File: src/source/y86_isa_pkg.sv
package y86_isa_pkg;

  typedef enum logic [3:0] {
    HALT   = 4'h0,
    NOP    = 4'h1,
    CMOVXX = 4'h2,
    IRMOVQ = 4'h3,
    RMMOVQ = 4'h4,
    MRMOVQ = 4'h5,
    OPQ    = 4'h6,
    JXX    = 4'h7,
    CALL   = 4'h8,
    RET    = 4'h9,
    PUSHQ  = 4'hA,
    POPQ   = 4'hB
  } icode_t;

  typedef enum logic [1:0] {
    AOK = 2'd0,
    HLT = 2'd1,
    ADR = 2'd2,
    INS = 2'd3
  } stat_t;

  localparam logic [3:0] REG_NONE = 4'hF;  // No register

  // Instruction carries a rA:rB byte after the opcode
  function automatic logic need_regids(input logic [3:0] icode);
    return icode inside {CMOVXX, IRMOVQ, RMMOVQ, MRMOVQ, OPQ, PUSHQ, POPQ};
  endfunction

  function automatic logic need_valc(input logic [3:0] icode);
    return icode inside {IRMOVQ, RMMOVQ, MRMOVQ, JXX, CALL};
  endfunction

  // Destination directly after opcode, also the predicted target
  function automatic logic is_jump_call(input logic [3:0] icode);
    return icode inside {JXX, CALL};
  endfunction

  function automatic logic icode_valid(input logic [3:0] icode);
    return icode <= POPQ;
  endfunction

endpackage
File: src/source/fetch.sv
module fetch import y86_isa_pkg::*; #(
  parameter int MEM_BYTES = 1024
) (
  input  logic        clk,
  input  logic        reset,
  input  logic [63:0] pc,
  input  logic        fetch_en,
  input  logic [79:0] window,
  input  logic        window_err,
  input  logic        out_ready,
  output logic [63:0] fetch_addr,
  output logic        take,
  output logic [63:0] next_pc,
  output logic        stop_now,
  output stat_t       stop_stat,
  output logic        stop_ret,
  output logic        out_valid,
  output logic [63:0] out_pc,
  output logic [3:0]  out_icode,
  output logic [3:0]  out_ifun,
  output logic [3:0]  out_ra,
  output logic [3:0]  out_rb,
  output logic [63:0] out_valc,
  output logic [63:0] out_valp,
  output stat_t       out_stat
);

  logic [3:0]  icode;
  logic [3:0]  ifun;
  logic        regids;
  logic        has_valc;
  logic [3:0]  ra;
  logic [3:0]  rb;
  logic [63:0] valc;
  logic [63:0] valp;
  logic        pc_oob;
  stat_t       stat;

  // Byte string in address order to a little-endian quad word
  function automatic logic [63:0] le64(input logic [63:0] bytes);
    logic [63:0] v;
    for (int i = 0; i < 8; i++)
    begin
      v[8*i +: 8] = bytes[63 - 8*i -: 8];
    end
    return v;
  endfunction

  assign fetch_addr = pc;

  assign icode    = window[79:76];
  assign ifun     = window[75:72];
  assign regids   = need_regids(icode);
  assign has_valc = need_valc(icode);
  assign ra       = regids ? window[71:68] : REG_NONE;
  assign rb       = regids ? window[67:64] : REG_NONE;

  always_comb
  begin
    if (!has_valc)
      valc = '0;
    else if (is_jump_call(icode))
      valc = le64(window[71:8]);  // Bytes 1 to 8
    else
      valc = le64(window[63:0]);  // Bytes 2 to 9
  end

  assign valp   = pc + 64'd1 + {63'd0, regids} + (has_valc ? 64'd8 : 64'd0);
  assign pc_oob = pc >= 64'(MEM_BYTES);

  always_comb
  begin
    if (window_err || pc_oob)
      stat = ADR;
    else if (!icode_valid(icode))
      stat = INS;
    else if (icode == HALT)
      stat = HLT;
    else
      stat = AOK;
  end

  // Predicted fetch address
  assign next_pc   = is_jump_call(icode) ? valc : valp;
  assign stop_ret  = (stat == AOK) && (icode == RET);
  assign stop_now  = (stat != AOK) || stop_ret;
  assign stop_stat = stat;

  assign take = fetch_en && (!out_valid || out_ready);  // Slot empty or draining

  always_ff @(posedge clk)
  begin
    if (reset)
      out_valid <= 1'b0;
    else if (take)
      out_valid <= 1'b1;
    else if (out_ready)
      out_valid <= 1'b0;
  end

  // Record payload, held under back-pressure
  always_ff @(posedge clk)
  begin
    if (take)
    begin
      out_pc    <= pc;
      out_icode <= icode;
      out_ifun  <= ifun;
      out_ra    <= ra;
      out_rb    <= rb;
      out_valc  <= valc;
      out_valp  <= valp;
      out_stat  <= stat;
    end
  end

endmodule

File: config.mk
export PLATFORM = sky130hd
export DESIGN_NAME = fetch
export DESIGN_NICKNAME = d
export VERILOG_FILES = /design/src/source/y86_isa_pkg.sv /design/src/source/fetch.sv
export SDC_FILE = /design/constraint.sdc
export NUM_CORES = 1
export LEC_CHECK = 0
export ABC_AREA = 1
export BUFFER_PORTS_ARGS = -buffer_cell sky130_fd_sc_hd__clkbuf_2
export CAP_MARGIN = 20
export CORE_AREA = 2 2 193 195
export DETAILED_ROUTE_END_ITERATION = 10
export DIE_AREA = 0 0 195 197
export PLACE_DENSITY_LB_ADDON = 0.12
export REMOVE_ABC_BUFFERS = 1
export SYNTH_ARGS = -nofsm -noshare
export SYNTH_HDL_FRONTEND = slang
export SYNTH_SLANG_ARGS = --single-unit
File: constraint.sdc
create_clock -name clk -period 25.8 [get_ports clk]
set_clock_uncertainty 0.05 [all_clocks]
set_input_delay 5.16 -clock clk [delete_from_list [all_inputs] [get_ports clk]]
set_output_delay 5.16 -clock clk [all_outputs]
set_load 0.02 [all_outputs]
==> results.ini, run 1 <==
[floorplan]
design.core.area_mm2=0.0363
io_pins=493
die-width_um=195
number_of_rows_in_the_core_area=70
die_area_mm2=0.0384
floorplan.initialDensity=0.302
dieHeight_um=197

[placed_design]
gp_routability_congestion=0.898
placement.io_buffers=492
hpwl_mm=34.3

[sta]
slew_headroom=0.348
fin_crit_ns=12.96
hold_viol_final=0
drv_slew=0
timing.fmax_mhz=77.2
setup_repair_after_global_routing_missed_its_margin=false
final.period_utilization=0.502
whs_ns=0.458
max_slew.worst_pin.slew_ns=0.979
totalNegativeSetupSlack_ns=0
finalSetupViolCount=0

[pwr]
clock_power_share=0.383
comb_power_share=0.179
seqPwrFrac=0.438
switching_share=0.289
total_power_consumption_mw=0.937
leakage_nw=6.65
intPower_mw=0.666
power_density_mw_per_mm2=65.5
total_switching_power_mw=0.271
ir_drop_uv=48.7

[critical_path]
cpMostUsedCell=nand2_1
crit_chain=clkbuf_2 > inv_1 > nor2_1 > a22oi_1 > buf_4 > ha_1 > inv_1 > ha_1 > nand3_1 > nand2_2 > nand2_1 > nor2_4 > nand2_1 > nor2_1 > nand2_1 > nand2_1 > nand2_1 > nand2_1 > clkbuf_2
worstSetupEndpointType=output pin
worst-endpoint-arrival_ns=7.75
worst_path_dominant_cell_family=simple AND/OR/NAND/NOR gates
critical_path.slowest_cell=ha_1
worst_setup_path_start_kind=input port
critical_path_required_ns=20.59
worst-setup-path-type=input port to output pin
worst_path_bufs_invs=5
crit_path_max_incr_delay_ns=0.24
crit_fanout=9

[cts]
clock_sinks=211
cts_tree=done
worst_setup_hold_path_clk_slew_ns=0.06
cts_h_tree_lvls=1
cts.hold.buffers_added=0
cts_inserted_buffers=25
cts_buffer_depth=3
cts_setup_buffers=0
post_cts_resize_count=0
cts_root_buffer=clkbuf_16
clock_insertion_delay_worst_skew_ns=0.52

[synth]
synth-main-ff-cell=edfxtp_1
synth_area_per_cell_um2=9.17
synth.yosys.seq_area_share=0.577
ys_types=37
syn_inst=1196
number_of_register_bits_inferred_by_synthesis=211
synth_warnings=0
asyncSetResetFlopFracSynth=0
synth-edff-count=210
netlist_area_mm2=0.0110

[layout]
nets=1785
multi_input_gate_area_mm2=0.00366
area_growth_synth_to_finish_pct=30.5
insertedDiodeCount=0
seqCellArea_mm2=0.00633
final_core_utilization=0.395
num-fill-cells=3850
layout-drive-gt1-share=0.352

[detailed_routing]
overall_via_count_from_detail_route=9924
count_of_routing_violations_after_the_opening_detailed_route_iteration=608
antenna_violating_nets_post_route=0
routed_via_density=4.69
routed_wl_mm=42.9
drc_violations_left=0
avgRoutedWirePerCell_um=20.3
drtPass1Iterations=5

[status]
outcome=finished, final reports clean

[global_route]
grt_busiest_layer=met2
groute.layer.met2.usage=0.383
global_route.usage.total=0.214
antenna_violations_before_repair=0
grt_use_met3=0.0356
met1_usage=0.268
grt_max_degree=73
first_global_vias=9514
grt_overflow=0
grt_pass1_wl_mm=61.1

[hold_path]
class_of_the_most_critical_hold_timing_path=flip-flop to flip-flop

[run]
drv.max_cap_violation_count=0

-- worst reg2reg max path, delay by kind of cell, from the launching register on --
family	cells	cell delay, ns
buf+inv	2	1.44
compound gates	1	0.33
flops	1	0.34
-- metrics by stage --
stage	instances	instance area [um2]	worst slack (ns)
after floorplan	1106	10400	5.03
after global placement	2074	13500	12.95
after detailed placement	2074	13500	12.85
after CTS	2117	14300	12.83
after global routing	2117	14300	12.57
final	2117	14300	12.84
-- layout make-up --
| type | count | share of cell area |
|---|---|---|
| inverters | 105 | 0.0277 |
| clock buffers | 28 | 0.0445 |
| flip-flops and latches | 211 | 0.442 |
| multi-input cells | 790 | 0.256 |
| repair buffers | 500 | 0.176 |
| clock inverters | 15 | 0.0125 |
| well taps | 468 | 0.0409 |
-- layout by cell type, fill, tap and decap left out, types with 7 or more instances in the layout --
cell type / count
nand2_2: 7
nand2_1: 351
nor2_1: 170
a21oi_1: 61
edfxtp_1: 210
nor2_2: 10
clkbuf_16: 25
inv_1: 101
and2_1: 8
o21ai_1: 7
or2_2: 9
o21ai_0: 36
xor2_1: 24
nand4_1: 15
clkbuf_2: 492
nand3_1: 42
xnor2_1: 10
buf_4: 8
-- cells by family after synthesis --
group	share of synthesized area
buffers and inverters	0.0906
adders and majority gates	0.00342
and+or+nand+nor	0.247
DFF	0.577
AOI/OAI and AO/OA	0.0520
xor gates and xnor gates	0.0301
-- sequential cells by signal, summed over array words and instances, names as in the netlist --
register,flops
out_icode,4
out_ifun,4
out_pc,64
out_ra,4
out_rb,4
out_stat,2
out_valc,64
out_valid,1
out_valp,64
-- worst paths after layout --
kind                 end  depth (start not counted)        from  slack [ns]
min            out_valid                          2   out_valid        0.46
max          next_pc[62]                         19  window[78]       12.84
max reg2reg   out_pc[47]                          3   out_valid       23.20
min reg2reg    out_valid                          2   out_valid        0.46
-- metal layers --
metal / up-vias / share of wire
met5: - / 0
met4: 0 / 0.023
met3: 55 / 0.063
met2: 408 / 0.50
met1: 4702 / 0.41
li1: 4759 / -
-- synth_stat cells (all sizes together) (4+ instances only) --
cell type / number / area share
or2: 10 / 0.0057
nor4: 6 / 0.0034
xnor2: 10 / 0.0080
edfxtp: 210 / 0.58
a21oi: 62 / 0.028
xor2: 26 / 0.022
nand2: 363 / 0.13
nand3: 43 / 0.020
a211oi: 4 / 0.0027
nor3: 4 / 0.0018
nor2: 186 / 0.071
o21ai: 43 / 0.020
buf: 78 / 0.051
clkbuf: 12 / 0.0041
nand4: 15 / 0.0086
and2: 9 / 0.0051
inv: 105 / 0.036
-- power by group through the flow --
stage               clock (mW)  sequential [mW]  combinational [mW]
finish                   0.359            0.410               0.168
global route             0.380            0.412               0.181
CTS                      0.368            0.410               0.171
detailed placement           0            0.417               0.171
global placement             0            0.417               0.171
floorplan                    0            0.453              0.0532
No activity file was read; power rests on OpenSTA's default activity.
==> run 2, diff against run 1 <==
--- a/config.mk
+++ b/config.mk
@@ -8,9 +8,9 @@
 export ABC_AREA = 1
 export BUFFER_PORTS_ARGS = -buffer_cell sky130_fd_sc_hd__clkbuf_2
 export CAP_MARGIN = 20
-export CORE_AREA = 2 2 193 195
+export CORE_AREA = 2 2 189 191
 export DETAILED_ROUTE_END_ITERATION = 10
-export DIE_AREA = 0 0 195 197
+export DIE_AREA = 0 0 191 193
 export PLACE_DENSITY_LB_ADDON = 0.12
 export REMOVE_ABC_BUFFERS = 1
 export SYNTH_ARGS = -nofsm -noshare
==> constraint.sdc (replaced) <==
create_clock -name clk -period 13.3 [get_ports clk]
set_clock_uncertainty 0.05 [all_clocks]
set_input_delay 2.66 -clock clk [delete_from_list [all_inputs] [get_ports clk]]
set_output_delay 2.66 -clock clk [all_outputs]
set_load 0.02 [all_outputs]
==> results.ini, run 2 (synthesis results as in run 1) <==
[cts]
cts_inserted_buffers=24
cts_buffer_depth=3
cts_root_buffer=clkbuf_16
worst_setup_hold_path_clk_slew_ns=0.06
cts_tree=done
cts_setup_buffers=0
cts.hold.buffers_added=0
clock_insertion_delay_worst_skew_ns=0.52
post_cts_resize_count=0
cts_h_tree_lvls=1
clock_sinks=211

[layout]
layout-drive-gt1-share=0.348
nets=1781
final_cell_mix=clkbuf_2, nand2_1, edfxtp_1, nor2_1, inv_1
final-instance-count-excl-fill=2108
biggestRegsByFlops=out_pc x64, out_valc x64, out_valp x64
final_common_cell=clkbuf_2
area_growth_synth_to_finish_pct=29.4
insertedDiodeCount=0

[global_route]
grt_use_met3=0.0357
met1_usage=0.278
first_global_vias=8943
antenna_violations_before_repair=0
grt_overflow=0
grt_max_degree=143
grt_busiest_layer=met2
groute.layer.met2.usage=0.388
global_route.usage.total=0.218
grt_pass1_wl_mm=58.4

[sta]
drv_slew=0
final.period_utilization=0.613
timing.fmax_mhz=123
hold_viol_final=0
max_slew.worst_pin.slew_ns=1.03
totalNegativeSetupSlack_ns=0
finalSetupViolCount=0
fin_crit_ns=8.15
slew_headroom=0.311
setup_repair_after_global_routing_missed_its_margin=false
post-route-worst-setup-slack_ns=5.15

[detailed_routing]
drc_violations_left=0
overall_via_count_from_detail_route=9832
avgRoutedWirePerCell_um=20.0
routed_via_density=4.66
antenna_violating_nets_post_route=0
routed_wl_mm=42.1
count_of_routing_violations_after_the_opening_detailed_route_iteration=615
drtPass1Iterations=5

[critical_path]
worst_path_bufs_invs=5
critical_path.slowest_cell=nor2_1
worst_path_dominant_cell_family=simple AND/OR/NAND/NOR gates
worst-setup-path-type=input port to output pin
crit_chain=clkbuf_2 > inv_1 > nor2_1 > a22oi_1 > buf_4 > ha_1 > inv_1 > ha_1 > nand3_1 > nand2_2 > nand3b_1 > nor2_1 > nand3_1 > nand2_1 > nand2_1 > nand2_1 > clkbuf_2
crit_path_max_incr_delay_ns=0.40
cpMostUsedCell=nand2_1
worst-endpoint-arrival_ns=5.44
crit_fanout=9
worst_setup_path_start_kind=input port
worstSetupEndpointType=output pin
critical_path_required_ns=10.59

[floorplan]
dieHeight_um=193
die-width_um=191
number_of_rows_in_the_core_area=69
die_area_mm2=0.0369
io_pins=493
design.core.area_mm2=0.0350
floorplan.initialDensity=0.314

[hold_path]
class_of_the_most_critical_hold_timing_path=flip-flop to flip-flop

[pwr]
power_density_mw_per_mm2=122
leakage_nw=6.60
ir_drop_uv=79.7
total_power_consumption_mw=1.74

[placed_design]
gp_routability_congestion=0.899
placement.io_buffers=492
hpwl_mm=33.6
placed_cells_incl_taps=2064
pre_cts_slack_ns=5.14

[status]
outcome=finished, final reports clean

[run]
drv.max_cap_violation_count=0

-- run 2: cell types whose count changed in the layout (fill, tap and decap cells not counted), sizes merged --
cell,change
clkinvlp,-1
buf,-3
bufinv,-3
clkinv,+7
inv,-2
-- run 2: layer usage --
layer,wire length [um],part of all wire
met2,21100,0.50
met5,0,0
met1,17200,0.41
met4,879,0.021
met3,2800,0.067
-- run 2: path summary, 6_finish.rpt --
check              from          end  slack, ns  cells after the start
min           out_valid    out_valid       0.45                      2
max reg2reg   out_valid   out_pc[50]      11.33                      2
min reg2reg   out_valid    out_valid       0.45                      2
max          window[78]  next_pc[34]       5.15                     17
-- run 2: tightest hold or removal path, delay by kind of cell (launching register included) --
family             cells  cell delay [ns]
DFF                    1             0.34
and+or+nand+nor        1             0.07
AOI/OAI and AO/OA      1             0.05
-- run 2: area by class of cell --
cell class	count	area, um2
Tap cell	461	577
Fill cell	3688	20800
Clock inverter	16	105
Multi-Input combinational cell	790	3660
Clock buffer	28	616
Inverter	105	397
Sequential cell	211	6330
Timing Repair Buffer	497	2510
-- run 2: through the flow --
| stage | hold WS (ns) | area, um2 | utilization |
|---|---|---|---|
| 6_report | 0.453 | 14200 | 0.406 |
| 5_1_grt | 0.495 | 14200 | 0.406 |
| 4_1_cts | 0.460 | 14200 | 0.406 |
| 3_5_place_dp | 0.451 | 13500 | 0.385 |
| 3_3_place_gp | 0.443 | 13500 | 0.385 |
| 2_1_floorplan | 0.491 | 10400 | - |
-- run 2: report_power, final --
part           internal, mW  total, mW  switching, mW
clock network         0.349      0.617          0.268
registers             0.784      0.796         0.0112
logic                0.0876      0.324          0.236
