## config.mk

```make
export PLATFORM = sky130hd
export DESIGN_NAME = axil_ctrl
export DESIGN_NICKNAME = d
export VERILOG_FILES = /design/src/source/fetch_regs_pkg.sv /design/src/source/y86_isa_pkg.sv /design/src/source/axil_ctrl.sv
export SDC_FILE = /design/constraint.sdc
export NUM_CORES = 1
export LEC_CHECK = 0
export BUFFER_PORTS_ARGS = -buffer_cell sky130_fd_sc_hd__clkbuf_2
export CAP_MARGIN = 20
export CORE_MARGIN = 2
export CORE_UTILIZATION = 28
export DETAILED_ROUTE_END_ITERATION = 10
export SYNTH_ARGS = -nofsm -noshare
export SYNTH_HDL_FRONTEND = slang
export SYNTH_SLANG_ARGS = --single-unit
```

## constraint.sdc

```tcl
create_clock -name clk -period 2.7 [get_ports clk]
set_input_delay 0.54 -clock clk [delete_from_list [all_inputs] [get_ports clk]]
set_output_delay 0.54 -clock clk [all_outputs]
set_load 0.005 [all_outputs]
```

## src/source/fetch_regs_pkg.sv

```systemverilog
package fetch_regs_pkg;

  localparam int AXI_ADDR_W = 16;

  // Host register map
  localparam logic [AXI_ADDR_W-1:0] ADDR_CTRL     = 16'h0000;
  localparam logic [AXI_ADDR_W-1:0] ADDR_START_PC = 16'h0004;
  localparam logic [AXI_ADDR_W-1:0] ADDR_STATUS   = 16'h0008;
  localparam logic [AXI_ADDR_W-1:0] ADDR_PC       = 16'h000C;

  // Program byte k sits at IMEM_BASE + k
  localparam logic [AXI_ADDR_W-1:0] IMEM_BASE     = 16'h1000;

  localparam logic [1:0] RESP_OKAY   = 2'b00;
  localparam logic [1:0] RESP_SLVERR = 2'b10;

  localparam int CTRL_RUN_BIT    = 0;  // Write 1 to start, reads running
  localparam int STATUS_STAT_LSB = 0;  // Two bits of stop reason
  localparam int STATUS_RET_BIT  = 4;  // Stop came from a ret

endpackage

```

## src/source/y86_isa_pkg.sv

```systemverilog
package y86_isa_pkg;

  typedef enum logic [3:0] {
    HALT   = 4'h0,
    NOP    = 4'h1,
    CMOVXX = 4'h2,
    IRMOVQ = 4'h3,
    RMMOVQ = 4'h4,
    MRMOVQ = 4'h5,
    OPQ    = 4'h6,
    JXX    = 4'h7,
    CALL   = 4'h8,
    RET    = 4'h9,
    PUSHQ  = 4'hA,
    POPQ   = 4'hB
  } icode_t;

  typedef enum logic [1:0] {
    AOK = 2'd0,
    HLT = 2'd1,
    ADR = 2'd2,
    INS = 2'd3
  } stat_t;

  localparam logic [3:0] REG_NONE = 4'hF;  // No register

  // Instruction carries a rA:rB byte after the opcode
  function automatic logic need_regids(input logic [3:0] icode);
    return icode inside {CMOVXX, IRMOVQ, RMMOVQ, MRMOVQ, OPQ, PUSHQ, POPQ};
  endfunction

  function automatic logic need_valc(input logic [3:0] icode);
    return icode inside {IRMOVQ, RMMOVQ, MRMOVQ, JXX, CALL};
  endfunction

  // Destination directly after opcode, also the predicted target
  function automatic logic is_jump_call(input logic [3:0] icode);
    return icode inside {JXX, CALL};
  endfunction

  function automatic logic icode_valid(input logic [3:0] icode);
    return icode <= POPQ;
  endfunction

endpackage
```

## src/source/axil_ctrl.sv

```systemverilog
module axil_ctrl import fetch_regs_pkg::*, y86_isa_pkg::*; #(
  parameter int MEM_BYTES = 1024,
  localparam int WORD_AW = $clog2(MEM_BYTES / 4)
) (
  input  logic                  clk,
  input  logic                  reset,
  input  logic [AXI_ADDR_W-1:0] s_awaddr,
  input  logic                  s_awvalid,
  output logic                  s_awready,
  input  logic [31:0]           s_wdata,
  input  logic [3:0]            s_wstrb,
  input  logic                  s_wvalid,
  output logic                  s_wready,
  output logic [1:0]            s_bresp,
  output logic                  s_bvalid,
  input  logic                  s_bready,
  input  logic [AXI_ADDR_W-1:0] s_araddr,
  input  logic                  s_arvalid,
  output logic                  s_arready,
  output logic [31:0]           s_rdata,
  output logic [1:0]            s_rresp,
  output logic                  s_rvalid,
  input  logic                  s_rready,
  input  logic                  running,
  input  stat_t                 status_stat,
  input  logic                  status_ret,
  input  logic [63:0]           pc,
  input  logic [31:0]           mem_rdata,
  output logic                  mem_we,
  output logic [WORD_AW-1:0]    mem_waddr,
  output logic [31:0]           mem_wdata,
  output logic [3:0]            mem_wstrb,
  output logic [WORD_AW-1:0]    mem_raddr,
  output logic [31:0]           start_pc,
  output logic                  start
);

  logic                  aw_seen;
  logic                  w_seen;
  logic [AXI_ADDR_W-1:0] aw_addr;
  logic [31:0]           w_data;
  logic [3:0]            w_strb;
  logic                  wr_go;
  logic [AXI_ADDR_W-1:0] ar_addr;
  logic [31:0]           rd_reg;
  logic                  rd_from_mem;
  logic [31:0]           reg_rdata;
  logic                  reg_hit;

  function automatic logic in_mem(input logic [AXI_ADDR_W-1:0] addr);
    return (addr >= IMEM_BASE) && (32'(addr) < 32'(IMEM_BASE) + 32'(MEM_BYTES));
  endfunction

  function automatic logic [WORD_AW-1:0] mem_word(input logic [AXI_ADDR_W-1:0] addr);
    logic [AXI_ADDR_W-1:0] off;
    off = addr - IMEM_BASE;
    return off[WORD_AW+1:2];
  endfunction

  // Write side, AW and W in either order
  assign s_awready = !aw_seen;
  assign s_wready  = !w_seen;
  assign wr_go     = aw_seen && w_seen && !s_bvalid;  // Waits for previous B

  assign mem_we    = wr_go && in_mem(aw_addr);
  assign mem_waddr = mem_word(aw_addr);
  assign mem_wdata = w_data;
  assign mem_wstrb = w_strb;

  always_ff @(posedge clk)
  begin
    if (reset)
    begin
      aw_seen  <= 1'b0;
      w_seen   <= 1'b0;
      s_bvalid <= 1'b0;
      s_bresp  <= RESP_OKAY;
      start    <= 1'b0;
      start_pc <= '0;
    end
    else
    begin
      start <= 1'b0;  // One-cycle pulse
      if (s_awvalid && s_awready)
        aw_seen <= 1'b1;
      if (s_wvalid && s_wready)
        w_seen <= 1'b1;
      if (wr_go)
      begin
        aw_seen  <= 1'b0;
        w_seen   <= 1'b0;
        s_bvalid <= 1'b1;
        s_bresp  <= RESP_OKAY;
        case ({aw_addr[AXI_ADDR_W-1:2], 2'b00})
          ADDR_CTRL:
            start <= w_strb[0] && w_data[CTRL_RUN_BIT];
          ADDR_START_PC:
          begin
            for (int i = 0; i < 4; i++)
            begin
              if (w_strb[i])
                start_pc[8*i +: 8] <= w_data[8*i +: 8];
            end
          end
          ADDR_STATUS, ADDR_PC: ;  // Read only, write ignored
          default:
            if (!in_mem(aw_addr))
              s_bresp <= RESP_SLVERR;
        endcase
      end
      else if (s_bvalid && s_bready)
        s_bvalid <= 1'b0;
    end
  end

  // Read side; memory address follows AR until accepted, then holds
  assign s_arready = !s_rvalid;
  assign mem_raddr = mem_word(s_arready ? s_araddr : ar_addr);
  assign s_rdata   = rd_from_mem ? mem_rdata : rd_reg;

  always_comb
  begin
    reg_rdata = '0;
    reg_hit   = 1'b1;
    case ({s_araddr[AXI_ADDR_W-1:2], 2'b00})
      ADDR_CTRL:     reg_rdata[CTRL_RUN_BIT] = running;
      ADDR_START_PC: reg_rdata = start_pc;
      ADDR_STATUS:
      begin
        reg_rdata[STATUS_STAT_LSB +: 2] = status_stat;
        reg_rdata[STATUS_RET_BIT]       = status_ret;
      end
      ADDR_PC:       reg_rdata = pc[31:0];
      default:       reg_hit = 1'b0;
    endcase
  end

  always_ff @(posedge clk)
  begin
    if (reset)
    begin
      s_rvalid    <= 1'b0;
      s_rresp     <= RESP_OKAY;
      rd_from_mem <= 1'b0;
    end
    else if (s_arvalid && s_arready)
    begin
      s_rvalid    <= 1'b1;
      rd_from_mem <= in_mem(s_araddr);
      s_rresp     <= (reg_hit || in_mem(s_araddr)) ? RESP_OKAY : RESP_SLVERR;
    end
    else if (s_rvalid && s_rready)
      s_rvalid <= 1'b0;
  end

  // Captured addresses and data
  always_ff @(posedge clk)
  begin
    if (s_awvalid && s_awready)
      aw_addr <= s_awaddr;
    if (s_wvalid && s_wready)
    begin
      w_data <= s_wdata;
      w_strb <= s_wstrb;
    end
    if (s_arvalid && s_arready)
    begin
      ar_addr <= s_araddr;
      rd_reg  <= reg_rdata;
    end
  end

endmodule

```

==> flow_results.xml <==
<?xml version="1.0" encoding="UTF-8"?>
<metrics>
  <group name="setup_path">
    <metric name="worst-endpoint-required" unit="ns">2.16</metric>
    <metric name="rrSetupSlack" unit="ns">0.53</metric>
    <metric name="timing.critical_path.arrival" unit="ns">1.71</metric>
    <metric name="worst_setup_path_endpoint" unit="">mem_we</metric>
    <metric name="r2r_cells" unit="">4</metric>
    <metric name="critPathLaunch" unit="">aw_addr[10]$_DFFE_PP_</metric>
    <metric name="startpoint_type_of_the_worst_setup_path" unit="">register</metric>
    <metric name="crit_path_end_kind" unit="">primary output</metric>
    <metric name="crit_path_max_fanout" unit="">4</metric>
    <metric name="crit-reg2reg-capture" unit="">start_pc[26]$_SDFFE_PP0P_</metric>
    <metric name="worst_r2r_startpoint" unit="">aw_addr[10]$_DFFE_PP_</metric>
    <metric name="criticalPathCategory" unit="">register to primary output</metric>
  </group>
  <group name="clock_network">
    <metric name="cts_post_setup_buffers_inserted" unit="">0</metric>
    <metric name="clock_latency" unit="ns">0.42</metric>
    <metric name="tritoncts" unit="">done</metric>
    <metric name="cts_repair_resizes" unit="">0</metric>
    <metric name="ctsHtreeMaxLevel" unit="">4</metric>
    <metric name="total_clock_buffers_created_by_cts" unit="">17</metric>
    <metric name="ctsLongestPathBuffers" unit="">2</metric>
    <metric name="cts.root.buffer_cell" unit="">sky130_fd_sc_hd__clkbuf_16</metric>
    <metric name="clk_transition_reported_paths" unit="ns">0.06</metric>
    <metric name="postCtsHoldBufs" unit="">0</metric>
    <metric name="cts_num_sinks" unit="">130</metric>
  </group>
  <group name="pwr">
    <metric name="power_dissipated_by_switching_net_loads" unit="mW">1.15</metric>
    <metric name="vdd_drop_max" unit="uV">440</metric>
    <metric name="seq_power_share" unit="%">45.4</metric>
    <metric name="p_leak" unit="nW">3.20</metric>
    <metric name="sw_frac_of_total" unit="%">22.8</metric>
    <metric name="p_clk_share" unit="%">47.3</metric>
    <metric name="cell_internal_pwr" unit="mW">3.88</metric>
    <metric name="power_density_cells" unit="nW/um2">661</metric>
    <metric name="p_total" unit="mW">5.03</metric>
    <metric name="comb_power_share" unit="%">7.3</metric>
  </group>
  <group name="layout">
    <metric name="final-instance-count-excl-fill" unit="">951</metric>
    <metric name="insertedDiodeCount" unit="">0</metric>
    <metric name="finalNetCount" unit="">848</metric>
    <metric name="layout.cells.most_common" unit="">sky130_fd_sc_hd__clkbuf_2</metric>
    <metric name="mostFrequentLayoutCells" unit="">263 x sky130_fd_sc_hd__clkbuf_2, 90 x sky130_fd_sc_hd__edfxtp_1, 42 x sky130_fd_sc_hd__mux2_2</metric>
    <metric name="final_standard_cell_utilization_of_the_core" unit="%">39.3</metric>
    <metric name="syn2layout_area_growth" unit="%">38.4</metric>
    <metric name="drive_above_1_share" unit="%">51.7</metric>
  </group>
  <group name="sta">
    <metric name="max_slew_margin" unit="%">62.2</metric>
    <metric name="timing.setup.tns" unit="ns">0</metric>
    <metric name="finClkSkew" unit="ns">0.0112</metric>
    <metric name="timing.final.setup_violations" unit="">0</metric>
    <metric name="final_number_of_hold_violating_endpoints" unit="">0</metric>
    <metric name="worst_slew_pin_slew" unit="ns">0.561</metric>
    <metric name="final_max_slew_viol_count" unit="">0</metric>
    <metric name="timing.final.crit_share" unit="%">83.5</metric>
    <metric name="period_minus_ws_final" unit="ns">2.25</metric>
    <metric name="achievable-frequency" unit="GHz">0.444</metric>
    <metric name="rsz0062_at_grt" unit="">false</metric>
  </group>
  <group name="synthesis">
    <metric name="mappedNetlistArea" unit="um2">5500</metric>
    <metric name="ys_dominant_reg_cell" unit="">sky130_fd_sc_hd__edfxtp_1</metric>
    <metric name="postSynthRegisterBits" unit="">130</metric>
    <metric name="synth_edf_count" unit="">90</metric>
    <metric name="synth.yosys.seq_area_share" unit="%">63.7</metric>
    <metric name="yosysWarningCount" unit="">0</metric>
    <metric name="yosysUniqueCellTypes" unit="">38</metric>
    <metric name="postSynth.asyncResetShare" unit="%">0</metric>
    <metric name="post_synth_inst_count" unit="">421</metric>
    <metric name="syn_avg_cell_area" unit="um2">13.1</metric>
  </group>
  <group name="drt">
    <metric name="detail_route.vias_per_cell" unit="">4.52</metric>
    <metric name="wl_per_cell" unit="um">16.9</metric>
    <metric name="routed_wirelength" unit="mm">16.1</metric>
    <metric name="detail_route.first_pass.iterations" unit="">5</metric>
    <metric name="dr.first_iter.drc_count" unit="">156</metric>
    <metric name="vias" unit="">4296</metric>
    <metric name="detail-route-antenna-nets" unit="">0</metric>
    <metric name="drcViolationCount" unit="">0</metric>
  </group>
  <group name="die">
    <metric name="floorplan.rows" unit="">51</metric>
    <metric name="floorplan.die_area" unit="um2">20800</metric>
    <metric name="design.core.area" unit="um2">19400</metric>
    <metric name="die_width" unit="um">144</metric>
    <metric name="start_util" unit="%">28.4</metric>
    <metric name="ioPinCount" unit="">302</metric>
    <metric name="fp.dieH" unit="um">144</metric>
  </group>
  <group name="global_route">
    <metric name="global_route.usage.total" unit="%">15.1</metric>
    <metric name="initial_antenna_violation_count" unit="">0</metric>
    <metric name="grt_pass1_vias" unit="">4028</metric>
    <metric name="grt_max_degree" unit="">36</metric>
    <metric name="first_pass_grt_wire_length" unit="mm">23.1</metric>
    <metric name="grt_remaining_overflow" unit="">0</metric>
  </group>
  <group name="placed_design">
    <metric name="routability_driven_placement_congestion_ratio" unit="">0.815</metric>
    <metric name="numPlacedInstances" unit="">919</metric>
    <metric name="placement.io_buffers" unit="">263</metric>
    <metric name="hpwlAfterDp" unit="mm">12.0</metric>
  </group>
  <group name="run_status">
    <metric name="status" unit="">finished, final reports clean</metric>
  </group>
  <group name="min_path">
    <metric name="timing.hold.worst.class" unit="">input pin to register</metric>
    <metric name="hold-path-cell-count" unit="">1</metric>
  </group>
  <group name="run">
    <metric name="cap_viol_max_count" unit="">0</metric>
  </group>
</metrics>
worst min path at each step:
| stage | slack, ns | startpoint | end |
|---|---|---|---|
| floorplan | 0.47 | start_pc[8]$_SDFFE_PP0P_ | start_pc[8]$_SDFFE_PP0P_ |
| global placement | 0.46 | rd_from_mem$_SDFFE_PP0P_ | rd_from_mem$_SDFFE_PP0P_ |
| detailed placement | 0.46 | rd_from_mem$_SDFFE_PP0P_ | rd_from_mem$_SDFFE_PP0P_ |
| CTS | 0.27 | s_wdata[19] | mem_wdata[19]$_DFFE_PP_ |
| global route | 0.26 | s_awaddr[10] | aw_addr[10]$_DFFE_PP_ |
| finish | 0.29 | s_wdata[26] | mem_wdata[26]$_DFFE_PP_ |
metal layers:
metal	vias to the layer above	wire length [um]	track usage [%]	part of all wire, %
met2	170	7320	22.2	45
met1	2022	7480	20.8	46
met3	18	929	4.50	5.8
met4	0	362	6.34	2.2
li1	2086	-	-	-
met5	-	0	0	0
final cells by class:
| type | count | area (um2) |
|---|---|---|
| Tap cell | 265 | 332 |
| Inverter | 5 | 18.8 |
| Multi-Input combinational cell | 247 | 1760 |
| Timing Repair Buffer | 272 | 1400 |
| Sequential cell | 130 | 3500 |
| Fill cell | 1957 | 11800 |
| Clock buffer | 17 | 425 |
| Clock inverter | 15 | 180 |
metrics by stage:
stage | area (um2) | hold slack, ns | setup WS [ns]
floorplan | 5510 | 0.467 | 0.108
global placement | 7010 | 0.460 | 0.551
detailed placement | 7010 | 0.462 | 0.533
global route | 7620 | 0.263 | 0.375
CTS | 7620 | 0.267 | 0.406
finish | 7620 | 0.292 | 0.445
kinds of logic (layout without fill, tap and decap cells):
group,after synthesis,in the layout,share of synthesized area (%)
DFF,130,130,63.7
and+or+nand+nor,98,98,9.87
AOI/OAI and AO/OA,75,75,7.39
muxes,72,72,14.3
buffers and inverters,45,309,4.75
other,1,2,0.0681
power groups by stage:
| stage | clock [mW] | sequential (mW) | combinational [mW] |
|---|---|---|---|
| 2_1_floorplan | 0 | 2.30 | 0.170 |
| 3_3_place_gp | 0 | 2.33 | 0.370 |
| 3_5_place_dp | 0 | 2.33 | 0.373 |
| 4_1_cts | 2.45 | 2.29 | 0.374 |
| 5_1_grt | 2.53 | 2.30 | 0.406 |
| 6_report | 2.38 | 2.28 | 0.368 |
synth_stat cells (3+ instances only):
cell type,count,area (um2)
sky130_fd_sc_hd__edfxtp_1,90,2700
sky130_fd_sc_hd__mux2_2,42,473
sky130_fd_sc_hd__dfxtp_1,40,801
sky130_fd_sc_hd__nor2_1,39,146
sky130_fd_sc_hd__a21oi_1,34,170
sky130_fd_sc_hd__nand4_1,33,206
sky130_fd_sc_hd__mux2i_1,29,290
sky130_fd_sc_hd__o21ai_1,28,140
sky130_fd_sc_hd__clkbuf_1,18,67.6
sky130_fd_sc_hd__buf_4,10,75.1
sky130_fd_sc_hd__buf_6,5,56.3
sky130_fd_sc_hd__inv_1,5,18.8
sky130_fd_sc_hd__nand2_1,5,18.8
sky130_fd_sc_hd__nor2b_1,5,31.3
sky130_fd_sc_hd__buf_2,4,20.0
sky130_fd_sc_hd__nor3_1,3,15.0
sky130_fd_sc_hd__o21ai_0,3,15.0
sky130_fd_sc_hd__or4_4,3,33.8
worst max-delay path: stages (launching register included):
cell and delay (ns):
sky130_fd_sc_hd__edfxtp_1 0.37, sky130_fd_sc_hd__or4_4 0.57, sky130_fd_sc_hd__nor3_1 0.21, sky130_fd_sc_hd__clkbuf_2 0.15
No activity file was read; power rests on OpenSTA's default activity.
