$ cat config.mk
export PLATFORM = sky130hd
export DESIGN_NAME = pc_control
export DESIGN_NICKNAME = d
export VERILOG_FILES = /design/src/source/y86_isa_pkg.sv /design/src/source/pc_control.sv
export SDC_FILE = /design/constraint.sdc
export NUM_CORES = 1
export LEC_CHECK = 0
export BUFFER_PORTS_ARGS = -buffer_cell sky130_fd_sc_hd__buf_4
export CORE_ASPECT_RATIO = 1.4
export CORE_MARGIN = 1.5
export CORE_UTILIZATION = 46
export CTS_CLUSTER_SIZE = 24
export DETAILED_ROUTE_END_ITERATION = 6
export PLACE_DENSITY = 0.92
export SLEW_MARGIN = 20
export SYNTH_ARGS = -nofsm -noshare
export SYNTH_HDL_FRONTEND = slang
export SYNTH_SLANG_ARGS = --single-unit
$ cat constraint.sdc
create_clock -name clk -period 1.88 [get_ports clk]
set_input_delay 0.376 -clock clk [delete_from_list [all_inputs] [get_ports clk]]
set_output_delay 0.376 -clock clk [all_outputs]
set_load 0.03 [all_outputs]
$ cat src/source/y86_isa_pkg.sv
package y86_isa_pkg;

  typedef enum logic [3:0] {
    HALT   = 4'h0,
    NOP    = 4'h1,
    CMOVXX = 4'h2,
    IRMOVQ = 4'h3,
    RMMOVQ = 4'h4,
    MRMOVQ = 4'h5,
    OPQ    = 4'h6,
    JXX    = 4'h7,
    CALL   = 4'h8,
    RET    = 4'h9,
    PUSHQ  = 4'hA,
    POPQ   = 4'hB
  } icode_t;

  typedef enum logic [1:0] {
    AOK = 2'd0,
    HLT = 2'd1,
    ADR = 2'd2,
    INS = 2'd3
  } stat_t;

  localparam logic [3:0] REG_NONE = 4'hF;  // No register

  // Instruction carries a rA:rB byte after the opcode
  function automatic logic need_regids(input logic [3:0] icode);
    return icode inside {CMOVXX, IRMOVQ, RMMOVQ, MRMOVQ, OPQ, PUSHQ, POPQ};
  endfunction

  function automatic logic need_valc(input logic [3:0] icode);
    return icode inside {IRMOVQ, RMMOVQ, MRMOVQ, JXX, CALL};
  endfunction

  // Destination directly after opcode, also the predicted target
  function automatic logic is_jump_call(input logic [3:0] icode);
    return icode inside {JXX, CALL};
  endfunction

  function automatic logic icode_valid(input logic [3:0] icode);
    return icode <= POPQ;
  endfunction

endpackage
$ cat src/source/pc_control.sv
module pc_control import y86_isa_pkg::*; (
  input  logic        clk,
  input  logic        reset,
  input  logic        start,
  input  logic [31:0] start_pc,
  input  logic        take,
  input  logic [63:0] next_pc,
  input  logic        stop_now,
  input  stat_t       stop_stat,
  input  logic        stop_ret,
  output logic [63:0] pc,
  output logic        fetch_en,
  output logic        running,
  output stat_t       status_stat,
  output logic        status_ret
);

  // Start wins over a load in the same cycle
  always_ff @(posedge clk)
  begin
    if (reset)
    begin
      pc          <= '0;
      running     <= 1'b0;
      status_stat <= AOK;
      status_ret  <= 1'b0;
    end
    else if (start)
    begin
      pc          <= {32'd0, start_pc};  // Upper half always zero
      running     <= 1'b1;
      status_stat <= AOK;
      status_ret  <= 1'b0;
    end
    else if (take)
    begin
      pc <= next_pc;  // Advance with the record load
      if (stop_now)
      begin
        running     <= 1'b0;
        status_stat <= stop_stat;
        status_ret  <= stop_ret;
      end
    end
  end

  // Fetch runs only between start and a stop record
  assign fetch_en = running;

endmodule

==> results of run 1 <==
==> cells by family (layout without fill, tap and decap cells) <==
logic type / count (synthesis) / in the layout / synth area share (%)
simple gates: 68 / 68 / 12.0
flops: 68 / 68 / 47.8
mux: 64 / 64 / 22.5
buf+inv: 24 / 196 / 7.08
compound gates: 40 / 40 / 10.6
==> final cells by class <==
class | instances | share of cell area (%)
Timing Repair Buffer | 179 | 31.8
Sequential cell | 68 | 31.6
Multi-Input combinational cell | 172 | 29.8
Clock buffer | 10 | 3.20
Tap cell | 70 | 2.03
Clock inverter | 6 | 1.48
Inverter | 1 | 0.0872
==> stage by stage <==
| stage | power (mW) | hold WS [ns] |
|---|---|---|
| 6_report | 3.46 | 0.274 |
| 5_1_grt | 3.61 | 0.274 |
| 4_1_cts | 3.51 | 0.260 |
| 3_5_place_dp | 2.31 | 0.486 |
| 3_3_place_gp | 2.29 | 0.475 |
| 2_1_floorplan | 1.99 | 0.523 |
==> flip-flops by register name (all words and copies together), names as in the netlist <==
name and count:
pc 64, status_stat 2, fetch_en 1, status_ret 1
==> synth_stat cells <==
library cell	number	share of area, %
a211oi_1	32	8.4
mux2i_1	64	23
clkbuf_1	6	0.79
a21bo_2	4	1.4
buf_2	2	0.35
nor2b_1	32	7.0
nand3_1	3	0.53
buf_1	3	0.40
nor2_1	32	4.2
buf_12	3	2.1
inv_1	1	0.13
dfxtp_1	68	48
buf_4	3	0.79
buf_8	1	0.53
a21oi_1	4	0.70
buf_6	5	2.0
or2_1	1	0.22
==> per-layer routing <==
metal,vias to the layer above,share of wire (%)
li1,1258,-
met1,1184,39
met5,-,0
met4,0,2.1
met2,109,53
met3,12,5.5
==> power groups by stage <==
stage               registers (mW)  logic [mW]  clock network [mW]
floorplan                     1.74       0.248                   0
global placement              1.59       0.700                   0
detailed placement            1.59       0.719                   0
CTS                           1.56       0.721                1.23
global route                  1.57       0.761                1.28
finish                        1.56       0.717                1.19
==> worst paths after layout <==
check,startpoint,endpoint,slack (ns),cells past startpoint
min reg2reg,pc[45],pc[45],0.50,2
max,fetch_en,fetch_en,0.64,1
min,next_pc[45],pc[45],0.27,3
max reg2reg,pc[24],pc[24],1.08,2
==> placed cells by master, fill, tap and decap left out <==
| cell | count |
|---|---|
| mux2i_1 | 64 |
| or2_1 | 1 |
| clkinv_4 | 1 |
| dfxtp_1 | 68 |
| a21oi_1 | 4 |
| inv_1 | 1 |
| nor2b_1 | 32 |
| clkinvlp_4 | 2 |
| a21bo_2 | 4 |
| nand3_1 | 3 |
| clkinv_2 | 2 |
| clkbuf_8 | 10 |
| bufinv_16 | 1 |
| a211oi_1 | 32 |
| buf_4 | 177 |
| buf_12 | 2 |
| nor2_1 | 32 |
==> results.py, run 1 <==
metrics = {
    "logic_synthesis": {
        "syn_inst": 264,
        "ys.warnings.count": 0,
        "syn_nets": 368,
        "ys_ff_latch": 68,
        "ys_types": 17,
        "synth_seq_area_share_pct": 47.8,
        "synth_area_um2": 2850,
        "avgSynthCellArea_um2": 10.8,
    },
    "placed_design": {
        "place_ws_ns": 0.517,
        "io_buffers": 172,
        "place_inst": 490,
        "placed_area_um2": 4100,
        "hpwlAfterDp_um": 5930,
        "globalplace.congestion": 0.736,
    },
    "die": {
        "floorplan.initialDensity_pct": 48.2,
        "die_w_um": 69.5,
        "rows": 33,
        "die_area_um2": 6670,
        "core_area_um2": 5900,
        "die_h_um": 96.1,
        "ios": 173,
    },
    "timing": {
        "timing.fmax_mhz": 807,
        "finalCriticalPeriod_ns": 1.24,
        "setup_ws_ns": 0.642,
        "skew_ns": 0,
        "relSlewSlack_pct": 76.4,
        "final.setup.tns_ns": 0,
        "hold_viol_final": 0,
        "drv_slew": 0,
        "rsz0062_at_grt": "false",
        "tightestPinTransition_ns": 0.355,
        "fin_crit_sh_pct": 65.9,
        "setup-violations-final": 0,
    },
    "power_and_ir_drop": {
        "seqPwrFrac_pct": 45.0,
        "p_clk_share_pct": 34.3,
        "ir_worst_vdd_mv": 0.655,
        "p_leak_nw": 2.11,
        "comb_power_share_pct": 20.7,
        "p_sw_mw": 0.949,
        "p_per_area_nw_per_um2": 805,
        "cellInternalPower_mw": 2.52,
        "sw_frac_of_total_pct": 27.4,
    },
    "global_route": {
        "antenna_found_initial": 0,
        "top_usage_layer": "met2",
        "grt_usage_pct": 23.1,
        "grtUsageMet2_pct": 42.5,
        "grt_pass1_vias": 2555,
        "grt_pass1_wl_um": 12100,
        "met3_usage_pct": 5.13,
        "grt_max_degree": 36,
        "grtUsageMet1_pct": 25.0,
        "overflow": 0,
    },
    "layout": {
        "area_growth_pct": 51.3,
        "final_cells": 506,
        "antenna_cells": 0,
        "multiInputGateArea_um2": 1280,
        "fin_util_pct": 72.9,
        "nFillCells": 428,
        "seq_area_um2": 1360,
        "final_nets": 535,
        "stdcell_area_um2": 4310,
        "drive_gt1_share_pct": 45.6,
    },
    "clock_tree": {
        "htree_levels": 3,
        "cts.clk_slew.worst_paths_ns": 0.08,
        "clock_latency_ns": 0.33,
        "numCtsBuffers": 9,
        "cts_resized": 0,
        "cts_buffer_depth": 2,
        "cts-root-buf": "clkbuf_8",
        "clock-sinks": 68,
        "cts_tree": "yes",
        "hold_buffers": 0,
        "cts_setup_buffers": 0,
    },
    "setup_path": {
        "cp-end-kind": "output port",
        "critPathMaxFanout": 3,
        "slowest_delay_ns": 0.36,
        "critPathSlowestCell": "dfxtp_1",
        "path_buf_inv": 1,
        "crit_chain": "buf_4",
        "crit_family": "flip-flops",
        "startpoint_type": "register",
        "worstSetupPathType": "register to output port",
        "required_ns": 1.50,
        "critPathArrivalTime_ns": 0.86,
    },
    "drt": {
        "drt_iter0_markers": 103,
        "via_per_inst": 5.07,
        "dr.pass1.iters": 4,
        "wl_per_cell_um": 15.5,
        "routed_wl_um": 7830,
        "vias": 2563,
        "drcViolationCount": 0,
        "ant_nets": 0,
    },
    "flow_run": {
        "maxCapViolations": 0,
    },
    "worst_hold_path": {
        "hold_path_class": "input port to register",
    },
    "outcome": {
        "status": "finished, final reports clean",
    },
}
No activity file was read; power rests on OpenSTA's default activity.
==> run 2, diff against run 1 <==
--- a/config.mk
+++ b/config.mk
@@ -8,10 +8,10 @@
 export BUFFER_PORTS_ARGS = -buffer_cell sky130_fd_sc_hd__buf_4
 export CORE_ASPECT_RATIO = 1.4
 export CORE_MARGIN = 1.5
-export CORE_UTILIZATION = 46
+export CORE_UTILIZATION = 43
 export CTS_CLUSTER_SIZE = 24
 export DETAILED_ROUTE_END_ITERATION = 6
-export PLACE_DENSITY = 0.92
+export PLACE_DENSITY = 0.87
 export SLEW_MARGIN = 20
 export SYNTH_ARGS = -nofsm -noshare
 export SYNTH_HDL_FRONTEND = slang
==> constraint.sdc (replaced) <==
create_clock -name clk -period 1.2 [get_ports clk]
set_input_delay 0.24 -clock clk [delete_from_list [all_inputs] [get_ports clk]]
set_output_delay 0.24 -clock clk [all_outputs]
set_load 0.03 [all_outputs]
==> run 2 against run 1 <==
Net effect:
- non-clock buffer count increased by 3
- the flow now finishes with violations (design-rule violations)
- core utilization decreased by 3.3 points
- power increased by 58%
- cell count increased by 0.99%
- critical path type unchanged
- clock power increased by 59%
- die area increased by 6.7%
- via count increased by 2.4%
- first-iteration DRC count increased by 18%
==> results.py, run 2 (synthesis gave the netlist of run 1 again) <==
metrics = {
    "power_and_ir_drop": {
        "finalPower_mw": 5.48,
        "p_leak_nw": 2.14,
        "ir_worst_vdd_mv": 0.630,
        "p_per_area_nw_per_um2": 1250,
    },
    "clock_tree": {
        "hold_buffers": 0,
        "cts.clk_slew.worst_paths_ns": 0.08,
        "cts-root-buf": "clkbuf_8",
        "htree_levels": 3,
        "numCtsBuffers": 9,
        "cts_tree": "yes",
        "clock_latency_ns": 0.33,
        "cts_setup_buffers": 0,
        "cts_resized": 0,
        "clock-sinks": 68,
        "cts_buffer_depth": 2,
    },
    "placed_design": {
        "hpwlAfterDp_um": 5890,
        "place_inst": 495,
        "io_buffers": 172,
        "placed_area_um2": 4180,
        "globalplace.congestion": 0.784,
    },
    "drt": {
        "vias": 2625,
        "drt_iter0_markers": 122,
        "routed_wl_um": 8020,
        "wl_per_cell_um": 15.7,
        "drcViolationCount": 16,
        "ant_nets": 0,
        "via_per_inst": 5.14,
        "dr.pass1.iters": 6,
    },
    "setup_path": {
        "startpoint_type": "register",
        "cp-end-kind": "output port",
        "slowest_delay_ns": 0.37,
        "path_buf_inv": 1,
        "required_ns": 0.96,
        "critPathMaxFanout": 3,
        "crit_chain": "buf_4",
        "critPathSlowestCell": "dfxtp_1",
        "worstSetupPathType": "register to output port",
        "critPathArrivalTime_ns": 0.88,
        "crit_family": "flip-flops",
    },
    "layout": {
        "antenna_cells": 0,
        "stdcell_area_um2": 4380,
        "largest_reg_flops": 64,
        "area_growth_pct": 54.0,
        "largestRegisters": "pc (64), status_stat (2)",
        "final_cells": 511,
        "regMostFlops": "pc",
        "final_cell_mix": "176 x buf_4, 68 x dfxtp_1, 64 x mux2i_1",
        "layout_commonest_cell": "buf_4",
        "final_nets": 538,
        "drive_gt1_share_pct": 46.0,
    },
    "timing": {
        "relSlewSlack_pct": 76.5,
        "fin_crit_sh_pct": 93.0,
        "setup-violations-final": 0,
        "tightestPinTransition_ns": 0.353,
        "rsz0062_at_grt": "false",
        "drv_slew": 0,
        "hold_viol_final": 0,
        "timing.fmax_mhz": 896,
        "finalCriticalPeriod_ns": 1.12,
        "skew_ns": 0,
        "final.setup.tns_ns": 0,
    },
    "die": {
        "core_area_um2": 6300,
        "die_w_um": 71.8,
        "floorplan.initialDensity_pct": 45.2,
        "die_h_um": 99.2,
        "rows": 34,
        "ios": 173,
        "die_area_um2": 7120,
    },
    "worst_hold_path": {
        "hold_path_class": "input port to register",
    },
    "global_route": {
        "grt_max_degree": 36,
        "antenna_found_initial": 0,
        "grt_usage_pct": 21.9,
        "grt_pass1_wl_um": 12200,
        "grt_pass1_vias": 2625,
        "overflow": 0,
    },
    "outcome": {
        "violations": "design-rule violations",
        "status": "finished, violations left",
    },
    "flow_run": {
        "maxCapViolations": 0,
    },
}
run 2: area by class of cell:
cell class | instances | area, um^2
Sequential cell | 68 | 1360
Clock inverter | 6 | 63.8
Clock buffer | 10 | 138
Tap cell | 72 | 90.1
Multi-Input combinational cell | 172 | 1280
Fill cell | 485 | 1920
Inverter | 1 | 3.75
Timing Repair Buffer | 182 | 1440
run 2: worst paths after layout:
| path | end | from | cells after the start | slack, ns |
|---|---|---|---|---|
| max | running | fetch_en | 1 | 0.08 |
| min reg2reg | pc[32] | pc[32] | 2 | 0.50 |
| max reg2reg | fetch_en | fetch_en | 2 | 0.42 |
| min | pc[38] | next_pc[38] | 3 | 0.13 |
run 2: power breakdown:
part	internal, mW	switching (mW)
combinational	0.576	0.572
clock	1.01	0.878
sequential	2.38	0.0680
total	3.97	1.52
run 2: layer usage:
| layer | GRT usage (%) | share of wire [%] |
|---|---|---|
| met1 | 22.5 | 36 |
| met2 | 40.0 | 52 |
| met3 | 4.86 | 8.4 |
| met4 | 12.6 | 3.7 |
| met5 | 0 | 0 |
run 2: metrics by stage:
stage | setup WS, ns | util, % | hold slack [ns]
2_1_floorplan | 0.220 | - | 0.387
3_3_place_gp | 0.140 | 66.4 | 0.474
3_5_place_dp | 0.109 | 66.4 | 0.483
4_1_cts | 0.0731 | 69.6 | 0.130
5_1_grt | 0.0525 | 69.6 | 0.146
6_report | 0.0842 | 69.6 | 0.135
==> run 3, diff against run 2 <==
--- a/config.mk
+++ b/config.mk
@@ -6,12 +6,11 @@
 export NUM_CORES = 1
 export LEC_CHECK = 0
 export BUFFER_PORTS_ARGS = -buffer_cell sky130_fd_sc_hd__buf_4
-export CORE_ASPECT_RATIO = 1.4
 export CORE_MARGIN = 1.5
 export CORE_UTILIZATION = 43
 export CTS_CLUSTER_SIZE = 24
 export DETAILED_ROUTE_END_ITERATION = 6
-export PLACE_DENSITY = 0.87
+export PLACE_DENSITY = 0.91
 export SLEW_MARGIN = 20
 export SYNTH_ARGS = -nofsm -noshare
 export SYNTH_HDL_FRONTEND = slang
==> run 3 against run 2 <==
Net effect:
- the flow now finishes without violations
- first-iteration DRC count is 57% lower
- clock power is 22% lower
- critical path depth stayed put
==> results.py, run 3 (synthesis gave the netlist of run 1 again) <==
metrics = {
    "outcome": {
        "status": "finished, final reports clean",
    },
    "clock_tree": {
        "htree_levels": 3,
        "clock-sinks": 68,
        "cts_tree": "yes",
        "cts_resized": 0,
        "clock_latency_ns": 0.31,
        "cts_setup_buffers": 0,
        "cts-root-buf": "clkbuf_8",
        "hold_buffers": 0,
        "cts.clk_slew.worst_paths_ns": 0.07,
        "numCtsBuffers": 9,
        "cts_buffer_depth": 2,
    },
    "placed_design": {
        "globalplace.congestion": 0.766,
        "io_buffers": 172,
        "placed_area_um2": 4150,
        "hpwlAfterDp_um": 5460,
    },
    "power_and_ir_drop": {
        "p_sw_mw": 1.34,
        "sw_frac_of_total_pct": 26.6,
        "cellInternalPower_mw": 3.71,
        "p_clk_share_pct": 29.3,
        "p_per_area_nw_per_um2": 1180,
        "ir_worst_vdd_mv": 0.655,
        "comb_power_share_pct": 22.2,
        "seqPwrFrac_pct": 48.5,
        "p_leak_nw": 2.10,
    },
    "timing": {
        "timing.fmax_mhz": 908,
        "finalCriticalPeriod_ns": 1.10,
        "relSlewSlack_pct": 83.5,
        "final.setup.tns_ns": 0,
        "hold_slack_ns": 0.149,
        "rsz0062_at_grt": "false",
        "tightestPinTransition_ns": 0.248,
        "drv_slew": 0,
        "fin_crit_sh_pct": 91.8,
        "setup-violations-final": 0,
        "skew_ns": 0,
        "hold_viol_final": 0,
    },
    "drt": {
        "vias": 2521,
        "via_per_inst": 4.95,
        "wl_per_cell_um": 14.0,
        "routed_wl_um": 7140,
        "drt_iter0_markers": 53,
        "drcViolationCount": 0,
        "ant_nets": 0,
        "dr.pass1.iters": 4,
    },
    "setup_path": {
        "slowest_delay_ns": 0.37,
        "crit_family": "flip-flops",
        "critPathSlowestCell": "dfxtp_1",
        "cp-end-kind": "output port",
        "startpoint_type": "register",
        "path_buf_inv": 1,
        "worstSetupPathType": "register to output port",
        "crit_chain": "buf_4",
        "critPathArrivalTime_ns": 0.86,
        "critPathMaxFanout": 2,
        "required_ns": 0.96,
    },
    "layout": {
        "final_nets": 535,
        "largestRegisters": "pc (64), status_stat (2)",
        "nFillCells": 526,
        "largest_reg_flops": 64,
        "antenna_cells": 0,
        "area_growth_pct": 51.0,
        "drive_gt1_share_pct": 44.7,
        "fin_util_pct": 67.3,
        "final_cell_mix": "174 x buf_4, 68 x dfxtp_1, 64 x mux2i_1",
        "regMostFlops": "pc",
        "layout_commonest_cell": "buf_4",
        "stdcell_area_um2": 4300,
    },
    "flow_run": {
        "maxCapViolations": 0,
    },
    "die": {
        "ios": 173,
        "core_area_um2": 6390,
        "die_area_um2": 7110,
        "floorplan.initialDensity_pct": 44.6,
        "die_h_um": 84.3,
        "rows": 29,
        "die_w_um": 84.3,
    },
    "global_route": {
        "grt_max_degree": 36,
        "antenna_found_initial": 0,
        "grt_pass1_vias": 2603,
        "overflow": 0,
        "grt_usage_pct": 20.3,
        "grt_pass1_wl_um": 11700,
    },
    "worst_hold_path": {
        "hold_path_class": "input port to register",
    },
}
run 3: cell count changes in the layout (fill, tap and decap cells not counted):
| cell | previous run | this run |
|---|---|---|
| buf_12 | 6 | 5 |
| buf_4 | 176 | 174 |
| bufinv_16 | 1 | 0 |
| clkbuf_1 | 0 | 2 |
| clkinv_2 | 2 | 0 |
| clkinv_4 | 1 | 0 |
| clkinvlp_4 | 2 | 0 |
run 3: power groups by stage:
stage / combinational, mW / clock [mW] / sequential, mW
after detailed placement: 1.13 / 0 / 2.49
after floorplan: 0.389 / 0 / 2.73
after global routing: 1.20 / 1.62 / 2.46
after global placement: 1.11 / 0 / 2.49
final: 1.12 / 1.48 / 2.45
after CTS: 1.13 / 1.55 / 2.45
run 3: layout make-up:
cell class                 instances  area (um^2)  area share (%)
tap                               77         96.3            2.24
timing repair buffer             179         1410            32.7
inverter                           1         3.75          0.0874
multi-input combinational        172         1280            29.9
clock buffer                      12          145            3.38
sequential                        68         1360            31.7
run 3: worst min-delay path, delay by kind of cell:
kind / cells / cell delay [ns]
AND/OR/NAND/NOR: 1 / 0.07
multiplexers: 1 / 0.05
buffers and inverters: 1 / 0.08
run 3: path summary, 6_finish.rpt:
| kind | from | end | slack [ns] | cells after the start |
|---|---|---|---|---|
| worst max-delay path | pc[0] | pc[0] | 0.1 | 1 |
| worst min-delay path | next_pc[48] | pc[48] | 0.15 | 3 |
| worst max register to register | fetch_en | fetch_en | 0.43 | 2 |
| worst min register to register | pc[45] | pc[45] | 0.49 | 2 |
run 3: stage by stage:
step           setup WS, ns  power (mW)  instances
4_1_cts              0.0772        5.13        509
3_5_place_dp          0.133        3.63        497
2_1_floorplan         0.220        3.11        264
5_1_grt              0.0727        5.28        509
3_3_place_gp          0.174        3.60        497
6_report             0.0983        5.05        509
run 3: routing by layer:
| layer | share of wire [%] | GRT usage, % | vias up |
|---|---|---|---|
| li1 | - | - | 1245 |
| met1 | 40 | 22.5 | 1141 |
| met2 | 49 | 35.7 | 121 |
| met3 | 9.5 | 6.78 | 14 |
| met4 | 1.9 | 8.21 | 0 |
| met5 | 0 | 0 | - |
